$ cat src/logic/noc_pkg.sv
package noc_pkg;

    localparam int VC_NUM = 4;
    localparam int VC_SIZE = 2;
    localparam int BUFFER_DEPTH = 4;
    localparam int DATA_WIDTH = 16;
    localparam int CREDIT_WIDTH = $clog2(BUFFER_DEPTH + 1);

    typedef enum logic [1:0]
    {
        HEAD,
        BODY,
        TAIL,
        HEADTAIL
    } flit_label_t;

    typedef enum logic [2:0]
    {
        LOCAL,
        NORTH,
        SOUTH,
        EAST,
        WEST
    } port_t;

    // head flits keep the destination port in data[2:0]
    typedef struct packed
    {
        flit_label_t flit_label;
        logic [VC_SIZE-1:0] vc_id;
        logic [DATA_WIDTH-1:0] data;
    } flit_t;

endpackage

$ cat src/logic/circular_buffer.sv
`timescale 1ns/1ps

module circular_buffer
    import noc_pkg::*;
#(
    parameter int BUFFER_SIZE = BUFFER_DEPTH
)(
    input  logic  clk,
    input  logic  rst,
    input  flit_t data_i,
    input  logic  write_i,
    input  logic  read_i,
    output flit_t data_o,
    output logic  is_full_o,
    output logic  is_empty_o
);

    localparam int PTR_WIDTH = (BUFFER_SIZE > 1) ? $clog2(BUFFER_SIZE) : 1;
    localparam int CNT_WIDTH = $clog2(BUFFER_SIZE + 1);

    flit_t mem [BUFFER_SIZE];
    logic [PTR_WIDTH-1:0] rd_ptr;
    logic [PTR_WIDTH-1:0] wr_ptr;
    logic [CNT_WIDTH-1:0] count;
    logic write_en;
    logic read_en;

    function automatic logic [PTR_WIDTH-1:0] next_ptr(input logic [PTR_WIDTH-1:0] ptr);
        if (ptr == PTR_WIDTH'(BUFFER_SIZE - 1))
            return '0;
        return ptr + 1'b1;
    endfunction

    assign is_full_o = (count == CNT_WIDTH'(BUFFER_SIZE));
    assign is_empty_o = (count == '0);
    assign write_en = write_i && !is_full_o;
    assign read_en = read_i && !is_empty_o;
    assign data_o = mem[rd_ptr];   // oldest flit is always visible

    always_ff @(posedge clk)
    begin
        if (write_en)
        begin
            mem[wr_ptr] <= data_i;
        end
    end

    always_ff @(posedge clk)
    begin
        if (rst)
        begin
            rd_ptr <= '0;
            wr_ptr <= '0;
            count  <= '0;
        end
        else
        begin
            if (write_en)
                wr_ptr <= next_ptr(wr_ptr);
            if (read_en)
                rd_ptr <= next_ptr(rd_ptr);
            case ({write_en, read_en})
                2'b10:   count <= count + 1'b1;
                2'b01:   count <= count - 1'b1;
                default: count <= count;   // both or neither leave occupancy as is
            endcase
        end
    end

endmodule

$ cat src/logic/input_buffer.sv
`timescale 1ns/1ps

module input_buffer
    import noc_pkg::*;
#(
    parameter int BUFFER_SIZE = BUFFER_DEPTH
)(
    input  logic               clk,
    input  logic               rst,
    input  flit_t              data_i,
    input  logic               write_i,
    input  logic               read_i,
    input  logic               va_grant_i,
    input  logic [VC_SIZE-1:0] vc_new_i,
    output flit_t              data_o,
    output port_t              out_port_o,
    output logic               va_req_o,
    output logic               sa_req_o,
    output logic               is_full_o
);

    typedef enum logic [1:0]
    {
        IDLE,
        VA,
        SA
    } state_t;

    state_t state;
    flit_t front;
    logic is_empty;
    logic front_is_head;
    logic front_is_tail;
    logic [VC_SIZE-1:0] downstream_vc;

    circular_buffer #(
        .BUFFER_SIZE(BUFFER_SIZE)
    ) u_circular_buffer (
        .clk       (clk),
        .rst       (rst),
        .data_i    (data_i),
        .write_i   (write_i),
        .read_i    (read_i),
        .data_o    (front),
        .is_full_o (is_full_o),
        .is_empty_o(is_empty)
    );

    assign front_is_head = !is_empty && (front.flit_label == HEAD || front.flit_label == HEADTAIL);
    assign front_is_tail = (front.flit_label == TAIL) || (front.flit_label == HEADTAIL);
    assign va_req_o = (state == VA);
    assign sa_req_o = (state == SA) && !is_empty;

    always_comb
    begin
        data_o = front;
        data_o.vc_id = downstream_vc;   // rewritten to the channel won in VA
    end

    always_ff @(posedge clk)
    begin
        if (rst)
        begin
            state <= IDLE;
        end
        else
        begin
            case (state)
                IDLE:
                    if (front_is_head)
                        state <= VA;
                VA:
                    if (va_grant_i)
                        state <= SA;
                SA:
                    if (read_i && front_is_tail)
                        state <= IDLE;   // packet fully forwarded
                default:
                    state <= IDLE;
            endcase
        end
    end

    always_ff @(posedge clk)
    begin
        if (state == IDLE && front_is_head)
            out_port_o <= port_t'(front.data[2:0]);
        if (state == VA && va_grant_i)
            downstream_vc <= vc_new_i;
    end

endmodule

$ cat src/logic/vc_allocator.sv
`timescale 1ns/1ps

module vc_allocator
    import noc_pkg::*;
(
    input  logic               clk,
    input  logic               rst,
    input  logic [VC_NUM-1:0]  va_req_i,
    output logic [VC_NUM-1:0]  va_grant_o,
    output logic [VC_SIZE-1:0] vc_new_o,
    input  logic               release_valid_i,
    input  logic [VC_SIZE-1:0] release_vc_i
);

    logic [VC_NUM-1:0] busy;
    logic [VC_SIZE-1:0] rr_ptr;
    logic [VC_SIZE-1:0] free_vc;
    logic free_found;
    logic [VC_SIZE-1:0] winner;
    logic winner_found;
    logic grant_valid;

    // lowest-numbered free downstream channel
    always_comb
    begin
        free_vc = '0;
        free_found = 1'b0;
        for (int i = VC_NUM - 1; i >= 0; i--)
        begin
            if (!busy[i])
            begin
                free_vc = VC_SIZE'(i);
                free_found = 1'b1;
            end
        end
    end

    always_comb
    begin
        logic [VC_SIZE-1:0] idx;
        winner = rr_ptr;
        winner_found = 1'b0;
        for (int i = VC_NUM - 1; i >= 0; i--)
        begin
            idx = rr_ptr + VC_SIZE'(i);   // walking down leaves the pointer's nearest requester
            if (va_req_i[idx])
            begin
                winner = idx;
                winner_found = 1'b1;
            end
        end
    end

    assign grant_valid = winner_found && free_found;
    assign va_grant_o = grant_valid ? (VC_NUM'(1) << winner) : '0;
    assign vc_new_o = free_vc;

    always_ff @(posedge clk)
    begin
        if (rst)
        begin
            busy   <= '0;
            rr_ptr <= '0;
        end
        else
        begin
            if (release_valid_i)
                busy[release_vc_i] <= 1'b0;
            if (grant_valid)
            begin
                busy[free_vc] <= 1'b1;
                rr_ptr <= winner + 1'b1;
            end
        end
    end

endmodule

$ cat src/logic/switch_arbiter.sv
`timescale 1ns/1ps

module switch_arbiter
    import noc_pkg::*;
(
    input  logic               clk,
    input  logic               rst,
    input  logic [VC_NUM-1:0]  sa_req_i,
    input  flit_t              flits_i [VC_NUM],
    input  port_t              ports_i [VC_NUM],
    input  logic               credit_valid_i,
    input  logic [VC_SIZE-1:0] credit_vc_i,
    output logic [VC_NUM-1:0]  read_o,
    output flit_t              flit_o,
    output logic               flit_valid_o,
    output port_t              out_port_o,
    output logic               release_valid_o,
    output logic [VC_SIZE-1:0] release_vc_o
);

    logic [CREDIT_WIDTH-1:0] credit_cnt [VC_NUM];
    logic [VC_NUM-1:0] eligible;
    logic [VC_SIZE-1:0] rr_ptr;
    logic [VC_SIZE-1:0] winner;
    logic send;
    flit_t send_flit;

    always_comb
    begin
        for (int i = 0; i < VC_NUM; i++)
            eligible[i] = sa_req_i[i] && (credit_cnt[flits_i[i].vc_id] != '0);
    end

    always_comb
    begin
        logic [VC_SIZE-1:0] idx;
        winner = rr_ptr;
        send = 1'b0;
        for (int i = VC_NUM - 1; i >= 0; i--)
        begin
            idx = rr_ptr + VC_SIZE'(i);
            if (eligible[idx])
            begin
                winner = idx;
                send = 1'b1;
            end
        end
    end

    assign send_flit = flits_i[winner];
    assign read_o = send ? (VC_NUM'(1) << winner) : '0;
    assign release_valid_o = send && (send_flit.flit_label == TAIL ||
                                      send_flit.flit_label == HEADTAIL);
    assign release_vc_o = send_flit.vc_id;

    always_ff @(posedge clk)
    begin
        if (rst)
        begin
            for (int i = 0; i < VC_NUM; i++)
                credit_cnt[i] <= CREDIT_WIDTH'(BUFFER_DEPTH);
        end
        else
        begin
            for (int i = 0; i < VC_NUM; i++)
            begin
                case ({send && send_flit.vc_id == VC_SIZE'(i),
                       credit_valid_i && credit_vc_i == VC_SIZE'(i)})
                    2'b10:   credit_cnt[i] <= credit_cnt[i] - 1'b1;
                    2'b01:   credit_cnt[i] <= credit_cnt[i] + 1'b1;
                    default: credit_cnt[i] <= credit_cnt[i];
                endcase
            end
        end
    end

    always_ff @(posedge clk)
    begin
        if (rst)
        begin
            flit_valid_o <= 1'b0;
            rr_ptr       <= '0;
        end
        else
        begin
            flit_valid_o <= send;
            if (send)
                rr_ptr <= winner + 1'b1;   // winner drops to lowest priority
        end
    end

    always_ff @(posedge clk)
    begin
        if (send)
        begin
            flit_o     <= send_flit;
            out_port_o <= ports_i[winner];
        end
    end

endmodule

$ cat src/logic/router_input_unit.sv
`timescale 1ns/1ps

module router_input_unit
    import noc_pkg::*;
(
    input  logic               clk,
    input  logic               rst,
    input  flit_t              flit_i,
    input  logic               flit_valid_i,
    output logic               credit_valid_o,
    output logic [VC_SIZE-1:0] credit_vc_o,
    output flit_t              flit_o,
    output logic               flit_valid_o,
    output port_t              out_port_o,
    input  logic               credit_valid_i,
    input  logic [VC_SIZE-1:0] credit_vc_i
);

    flit_t buf_flit [VC_NUM];
    port_t buf_port [VC_NUM];
    logic [VC_NUM-1:0] buf_write;
    logic [VC_NUM-1:0] buf_full;
    logic [VC_NUM-1:0] va_req;
    logic [VC_NUM-1:0] va_grant;
    logic [VC_NUM-1:0] sa_req;
    logic [VC_NUM-1:0] buf_read;
    logic [VC_SIZE-1:0] vc_new;
    logic release_valid;
    logic [VC_SIZE-1:0] release_vc;

    for (genvar i = 0; i < VC_NUM; i++)
    begin : g_vc
        assign buf_write[i] = flit_valid_i && (flit_i.vc_id == VC_SIZE'(i)) && !buf_full[i];

        input_buffer #(
            .BUFFER_SIZE(BUFFER_DEPTH)
        ) u_input_buffer (
            .clk       (clk),
            .rst       (rst),
            .data_i    (flit_i),
            .write_i   (buf_write[i]),
            .read_i    (buf_read[i]),
            .va_grant_i(va_grant[i]),
            .vc_new_i  (vc_new),
            .data_o    (buf_flit[i]),
            .out_port_o(buf_port[i]),
            .va_req_o  (va_req[i]),
            .sa_req_o  (sa_req[i]),
            .is_full_o (buf_full[i])
        );
    end

    vc_allocator u_vc_allocator (
        .clk            (clk),
        .rst            (rst),
        .va_req_i       (va_req),
        .va_grant_o     (va_grant),
        .vc_new_o       (vc_new),
        .release_valid_i(release_valid),
        .release_vc_i   (release_vc)
    );

    switch_arbiter u_switch_arbiter (
        .clk            (clk),
        .rst            (rst),
        .sa_req_i       (sa_req),
        .flits_i        (buf_flit),
        .ports_i        (buf_port),
        .credit_valid_i (credit_valid_i),
        .credit_vc_i    (credit_vc_i),
        .read_o         (buf_read),
        .flit_o         (flit_o),
        .flit_valid_o   (flit_valid_o),
        .out_port_o     (out_port_o),
        .release_valid_o(release_valid),
        .release_vc_o   (release_vc)
    );

    // one upstream credit for the slot freed by this cycle's read
    assign credit_valid_o = |buf_read;

    always_comb
    begin
        credit_vc_o = '0;
        for (int i = 0; i < VC_NUM; i++)
        begin
            if (buf_read[i])
                credit_vc_o = VC_SIZE'(i);
        end
    end

endmodule

$ cat config.mk
export PLATFORM = sky130hd
export DESIGN_NAME = router_input_unit
export DESIGN_NICKNAME = d
export VERILOG_FILES = /design/src/logic/noc_pkg.sv /design/src/logic/circular_buffer.sv /design/src/logic/input_buffer.sv /design/src/logic/vc_allocator.sv /design/src/logic/switch_arbiter.sv /design/src/logic/router_input_unit.sv
export SDC_FILE = /design/constraint.sdc
export NUM_CORES = 1
export LEC_CHECK = 0
export ABC_AREA = 1
export BUFFER_PORTS_ARGS = -buffer_cell sky130_fd_sc_hd__buf_4
export CAP_MARGIN = 20
export CORE_AREA = 2 2 187 143
export CTS_BUF_LIST = sky130_fd_sc_hd__clkbuf_4 sky130_fd_sc_hd__clkbuf_8
export CTS_CLUSTER_DIAMETER = 100
export DETAILED_ROUTE_END_ITERATION = 12
export DIE_AREA = 0 0 189 145
export PLACE_DENSITY_LB_ADDON = 0.15
export SYNTH_ARGS = -nofsm -noshare
export SYNTH_HDL_FRONTEND = slang
export SYNTH_SLANG_ARGS = --single-unit
$ cat constraint.sdc
create_clock -name clk -period 7.9 [get_ports clk]
set_clock_uncertainty 0.15 [all_clocks]
set_input_delay 1.58 -clock clk [delete_from_list [all_inputs] [get_ports clk]]
set_output_delay 1.58 -clock clk [all_outputs]
set_load 0.05 [all_outputs]
# Word-level counts from Yosys, hierarchy flattened
# Memory sizes are Yosys's and may differ from the RTL's. A register that Yosys moved wholly into a read port is not among the register bits.
# Cells that the tools add are included.
[word_totals] register_bits=88 ramBits=332 out_inout_bits=27 memories=5
[classes] addsub=32 n_lt_le_gt_ge=13 n_eq_ne=67 shifts=2 muxes=188 bitwise=16 n_reduce_logical=101
[mem_list] memory="g_vc[0].u_input_buffer.u_circular_buffer.mem" words=4 width=20 read_ports=1 rd_ports_with_merged_regs=1 write_ports=1 line="circular_buffer.sv:21" text="flit_t mem [BUFFER_SIZE];"
[mem_list] memory="g_vc[1].u_input_buffer.u_circular_buffer.mem" words=4 width=20 read_ports=1 rd_ports_with_merged_regs=1 write_ports=1 line="circular_buffer.sv:21"
[mem_list] memory="g_vc[2].u_input_buffer.u_circular_buffer.mem" words=4 width=20 read_ports=1 rd_ports_with_merged_regs=1 write_ports=1 line="circular_buffer.sv:21"
[mem_list] memory="g_vc[3].u_input_buffer.u_circular_buffer.mem" words=4 width=20 read_ports=1 rd_ports_with_merged_regs=1 write_ports=1 line="circular_buffer.sv:21"
[mem_list] memory="u_switch_arbiter.credit_cnt" words=4 width=3 read_ports=8 rd_ports_with_merged_regs=4 write_ports=4 line="switch_arbiter.sv:21" text="logic [CREDIT_WIDTH-1:0] credit_cnt [VC_NUM];"
[ops] operator="2-bit two-way mux" count=54
[ops] operator="1-bit two-way mux" count=93
[ops] operator="2-bit equality test (second input constant)" count=36
[ops] operator="1-bit logical AND" count=52
[ops] operator="3-bit two-way mux" count=14
[ops] operator="20-bit binary-select mux with 2-bit select" count=1
[ops] operator="20-bit two-way mux" count=2
[ops] operator="2-bit by 1-bit equality test with 1-bit output (second input constant)" count=15
[ops] operator="2-bit by 3-bit less-than comparator with 1-bit output (second input constant)" count=10
[ops] operator="2-bit by 1-bit adder with 2-bit output (second input constant)" count=12
[ops] operator="3-bit by 1-bit adder with 3-bit output (second input constant)" count=8
[ops] operator="2-bit one-hot mux with 3 select lines" count=4
[ops] operator="3-bit one-hot mux with 2 select lines" count=4
[ops] operator="3-bit by 1-bit subtractor with 3-bit output (second input constant)" count=8
[ops] operator="2-bit logical NOT" count=11
[ops] operator="4-bit two-way mux" count=5
[ops] operator="1-bit binary-select mux with 2-bit select" count=8
[ops] operator="2-bit by 1-bit inequality test with 1-bit output (second input constant)" count=8
[ops] operator="3-bit equality test (second input constant)" count=4
[ops] operator="3-bit logical NOT" count=4
[ops] operator="1-bit OR" count=12
[ops] operator="3-bit AND reduction" count=4
[ops] operator="3-bit nonzero test" count=4
[ops] operator="1-bit logical OR" count=9
[ops] operator="15 further kinds" count=37

# Logic depth before layout (Yosys ltp)
[logic_depth] ltp_word=24 ltp_mapped=28 ltp_nobuf=27

# By module
# Synthesis repeated with hierarchy kept, for this count alone.
[hier_totals] hier_cells=1702 hier_area_um2=18691.7
[by_module_without_submodules] mod="circular_buffer at g_vc[1].u_input_buffer.u_circular_buffer ..." instances=2 cells_each=266 area_each_um2=3452.1 seq_area_each_um2=2582.5
[by_module_without_submodules] mod="circular_buffer at g_vc[0].u_input_buffer.u_circular_buffer ..." instances=2 cells_each=266 area_each_um2=3447.1 seq_area_each_um2=2582.5
[by_module_without_submodules] mod="switch_arbiter" instances=1 cells_each=405 area_each_um2=3021.6 seq_area_each_um2=1111.1
[by_module_without_submodules] mod="input_buffer" instances=4 cells_each=27 area_each_um2=294.0 seq_area_each_um2=190.2
[by_module_without_submodules] mod="vc_allocator" instances=1 cells_each=101 area_each_um2=603.1 seq_area_each_um2=120.1
[by_module_without_submodules] mod="router_input_unit" instances=1 cells_each=24 area_each_um2=92.6 seq_area_each_um2=0.0

# Least setup slack after synthesis
# No wires, ideal clock.
[synth_timing] path_kind="reg2out" startpoint="memory u_switch_arbiter.credit_cnt[2][0] (netlist bit)" endpoint="output port credit_vc_o[0]" arrival_ns=3.312 required_ns=6.170 setup_slack_ns=2.858 stages_incl_launch_ff=19 path_buffers=2 cell_sequence="edfxtp_1 -> nor2_1 -> nand2_1 -> nand2_1 -> nand3_1 -> nand3_1 -> nand2_1 -> nand3b_1 -> nand2_2 -> o211ai_1 -> nand2_1 -> nand2_2 -> buf_6 -> buf_4 -> ha_1 -> inv_1 -> nor2_1 -> inv_1 -> o21ai_0"
[synth_rtl] item="start: declaration" line="switch_arbiter.sv:21"
[synth_rtl] item="end: declaration" line="router_input_unit.sv:11" text="output logic [VC_SIZE-1:0] credit_vc_o,"

# Worst setup path in the final report
[layout_timing] startpoint="register g_vc[0].u_input_buffer.u_circular_buffer.count[1]" endpoint="output port credit_valid_o"
[layout_between] elab_chain_cells=13 elab_cells_between_ends=23
[layout_lines] item="start: declaration" line="circular_buffer.sv:24" text="logic [CNT_WIDTH-1:0] count;"
[layout_lines] item="start signal: assignment" line="circular_buffer.sv:63" text="2'b10: count <= count + 1'b1;"
[layout_lines] item="start signal: assignment" line="circular_buffer.sv:64" text="2'b01: count <= count - 1'b1;"
[layout_lines] item="start signal: assignment" line="circular_buffer.sv:65" text="default: count <= count;"
[layout_lines] item="3-bit logical NOT (*)" line="circular_buffer.sv:35" text="assign is_empty_o = (count == '0);"
[layout_lines] item="1-bit logical NOT (*)" line="input_buffer.sv:52" text="assign sa_req_o = (state == SA) && !is_empty;"
[layout_lines] item="1-bit logical AND (*)" line="input_buffer.sv:52"
[layout_lines] item="1-bit logical AND (*)" line="switch_arbiter.sv:31" text="eligible[i] = sa_req_i[i] && (credit_cnt[flits_i[i].vc_id] != '0);"
[layout_lines] item="1-bit binary-select mux with 2-bit select" line="switch_arbiter.sv:42" text="if (eligible[idx])"
[layout_lines] item="1-bit two-way mux (implied by the code)" line="switch_arbiter.sv:42"
[layout_lines] item="2-bit two-way mux (4 in series)" line="switch_arbiter.sv:42"
[layout_lines] item="1-bit by 2-bit << shifter with 4-bit output" line="switch_arbiter.sv:51" text="assign read_o = send ? (VC_NUM'(1) << winner) : '0;"
[layout_lines] item="4-bit two-way mux (*)" line="switch_arbiter.sv:51"
[layout_lines] item="4-bit OR reduction (*)" line="router_input_unit.sv:80" text="assign credit_valid_o = |buf_read;"
[layout_lines] item="end: declaration" line="router_input_unit.sv:10" text="output logic credit_valid_o,"
# Every way passes the cells marked *; elsewhere a longest branch is shown, timed or not. The select of a mux whose other input is x is not followed.

==> results.txt <==
After detailed routing, the average wire length per cell comes to 19.9 µm. The simple-gate area share of the yosys netlist is 12.4%. Leaving out fill and tap cells, the most frequent cells in the layout are edfxtp_1 (343), nand2_1 (224), inv_1 (179), o21ai_0 (164), nand3_1 (117). Setup repair after global routing left no endpoint under its margin. The total of cells resized after clock tree synthesis came out at 0. The reported leakage power is 7.44 nW.

In this run the worst path has a maximum fanout of 52. Using the TritonRoute via totals, the vias-per-cell ratio works out to 5.95. The flip-flop and latch count after synthesis is 404. TritonCTS built the clock tree. The maximum clock frequency is 164 MHz. The final hold violation count is 0. The switching part of the total power is 41.0%.

The power share of the clock group came out at 22.5%. The cell type with the largest total area after synthesis is edfxtp_1. The average cell area after synthesis came out at 11.2 µm². The arrival time of the worst setup path came out at 4.36 ns.

The count of hold-fix buffers inserted at cts came out at 0. Per report_power, the combinational group accounts for 39.4% of the total. The first global-routing pass estimated 62900 µm of wire. The clock tree synthesis step divided the H-tree into 2 levels. The maximum vdd drop is 0.000302 V. In the synthesized netlist the dominant register cell turns out to be edfxtp_1. The synthesized-area fraction occupied by xor and xnor cells is 0.446%. The die span in y came out at 145 µm. After detailed routing, the number of remaining DRC violations is 0. The insertion delay to the later sink of the worst-skew pair is 0.61 ns. The setup path with the least slack is of type register to output port. The number of buffers added on ports came out at 52.

The area growth from synthesis to layout is 11.8%. The gate count of the mapped netlist is 1559. The clock input transition at the sequential cells of the worst setup and hold paths is 0.07 ns. The share of the clock period used by the worst path is 77.0%.

The part of the Yosys area used for sequential elements is 66.2%. The initial antenna violation count came out at 0. The number of setup buffers added after CTS is 0. The register-to-register path setup slack came out at 2.94 ns.

Leaving out fill and tap cells, the most frequent cell in the layout is edfxtp_1. Overall power consumption after layout is estimated at 0.00720 W. The global placement routability congestion is 0.878.

The clock tree buffer depth came out at 3. The via count of the first global-routing pass is 11600. Dividing total power by cell area gives a power density of 370 nW/µm². The I/O pin count came out at 53. The master cell of the clock root buffer is clkbuf_8.

The type of the most critical hold path is register to register. The share of flip-flops with an asynchronous set or reset is 0%. Summed over all layers, the global routing overflow is 0. The starting density of the core came out at 68.0%. In this run the horizontal extent of the chip is 189 µm. The number of DRC violations after detailed-routing iteration 0 is 1568. In this run the power spent charging and discharging nets is 0.00295 W.

The number of flops mapped to enable cells by yosys came out at 343. Setup violations remaining at the end of the flow were counted as 0. The number of nets with antenna violations after detailed routing came out at 0. The top cell type's share of synthesized area came out at 59.2%. The length of the first detailed-routing pass in iterations is 6.

The die covers 27400 µm². The internal power summed over all cells is 0.00425 W. The post-synthesis mux area share came out at 0.0647%. The post-synthesis instance area came out at 17400 µm². The total CTS buffers came out at 58. The worst setup path is launched from a register. The required time of the worst setup path came out at 6.17 ns.

The sum of negative setup slack came out at 0 ns. The final critical delay including setup and external delays is 6.09 ns. Entering global routing, the biggest net connects 53 pins.

The number of warnings issued by yosys came out at 0. The post-detailed-routing wire length is 40400 µm. The detailed placement HPWL is 25900 µm. The number of maximum-capacitance constraint violations is 0. The slew at the pin closest to its max-slew limit is 1.07 ns. The worst max-slew margin expressed relative to the limit came out at 28.2%. Of the total synthesized cell area, the portion taken by full adders, half adders and majority gates is 4.40%. The total global routing track utilization came out at 30.0%. After synthesis, the cell types taking the most area are edfxtp_1 (59%), dfxtp_1 (7.0%), nand2_1 (4.8%). The post-route netlist has 13.3% of its cells at a drive strength greater than 1. The final max-slew violation count is 0. The clock drives 404 sinks.

The number of filler cells placed in the layout is 1643. Per report_power, the sequential group accounts for 38.1% of the total. The worst setup path is captured at an output port. The share of the synthesized area in compound gates (AO/OA/AOI/OAI) is 10.9%.

The core area is 25600 µm². The net count after synthesis is 1642. The total number of vias came out at 12100. The flow ran to the end, and the final reports show no timing, DRC or antenna violations. The floorplan has 51 rows.

The final layout net count came out at 1724. After synthesis, the netlist uses 45 different library cells. After synthesis, the largest family of logic cells by area is simple AND/OR/NAND/NOR gates.
[cell usage after synthesis (all sizes together) (4+ instances only)]
| master | instances |
|---|---|
| inv | 188 |
| fa | 7 |
| a32oi | 11 |
| o211a | 4 |
| edfxtp | 343 |
| clkbuf | 44 |
| o21ai | 166 |
| o22ai | 23 |
| a21oi | 111 |
| nor3 | 13 |
| a31oi | 21 |
| buf | 15 |
| nor2 | 107 |
| a211oi | 5 |
| nand3 | 121 |
| clkinv | 6 |
| nand2 | 236 |
| dfxtp | 61 |
| nand3b | 5 |
| xnor2 | 5 |
| ha | 50 |
[flip-flops by register name, indices dropped and copies added, names as in the netlist, 3 cells and up, named ones only]
signal,flops
g_vc.u_input_buffer.u_circular_buffer.mem,288
u_switch_arbiter.flit_o,20
g_vc.u_input_buffer.out_port_o,12
g_vc.u_input_buffer.u_circular_buffer.count,12
u_switch_arbiter.credit_cnt,12
g_vc.u_input_buffer.downstream_vc,8
g_vc.u_input_buffer.state,8
g_vc.u_input_buffer.u_circular_buffer.rd_ptr,8
g_vc.u_input_buffer.u_circular_buffer.wr_ptr,8
u_vc_allocator.busy,4
u_switch_arbiter.out_port_o,3
[power groups by stage]
stage                     sequential, W  clock [W]  combinational (W)
after floorplan                 0.00299          0            0.00171
after global routing            0.00276    0.00173            0.00308
after global placement          0.00277          0            0.00270
final                           0.00274    0.00162            0.00284
after detailed placement        0.00278          0            0.00278
after CTS                       0.00274    0.00163            0.00280
[worst paths after layout]
kind                         end  cells past startpoint     start
setup / recovery  credit_valid_o                     18  register
hold reg to reg         register                      1  register
hold / removal          register                      1  register
setup reg to reg        register                     24  register
[routing by layer]
layer,track usage [%],vias to the layer above,share of wire [%]
met5,0,-,0
met2,45.4,656,45
li1,-,5612,-
met4,8.83,0,2.1
met1,44.2,5752,41
met3,6.60,74,12
[worst max-delay path: stages (launching register included)]
cell	delay, ns
dfxtp_1	0.32
nor3_1	0.48
nor2_1	0.16
nand3_1	0.15
nand2_1	0.11
nand3b_1	0.17
nand2_2	0.09
nand2_2	0.10
nand2_4	0.06
nand2_2	0.07
nand2_4	0.09
nand2_4	0.51
inv_2	0.05
buf_4	0.32
ha_1	0.30
inv_1	0.08
a21oi_1	0.08
or3_1	0.35
buf_4	0.21
[per-stage QoR]
stage | cell area (µm²) | hold WS, ns | worst slack (ns) | instances | util [%]
finish | 19500 | 0.333 | 1.81 | 2033 | 76.0
global route | 19500 | 0.350 | 1.62 | 2032 | 76.0
CTS | 19400 | 0.334 | 1.90 | 2025 | 75.6
detailed placement | 18200 | 0.319 | 2.58 | 1918 | 71.1
global placement | 18200 | 0.305 | 2.74 | 1916 | 71.0
floorplan | 17400 | 0.288 | 2.86 | 1559 | -
[cell type report]
cell class	count	area (µm²)	share of cell area [%]
antenna	1	2.50	0.0129
clock buffer	92	1090	5.61
clock inverter	15	57.6	0.296
inverter	194	728	3.74
multi-input combinational	902	4940	25.4
sequential	404	11500	59.2
tap	344	430	2.21
timing repair buffer	81	687	3.53
[kinds of logic after synthesis]
kind of cell | after synthesis
XOR/XNOR | 8
flip-flops | 404
multiplexers | 1
adder cells (fa/ha/maj) | 57
buffers and inverters | 253
AND/OR/NAND/NOR | 489
AO/OA/AOI/OAI | 347
No activity file was read; power rests on OpenSTA's default activity.
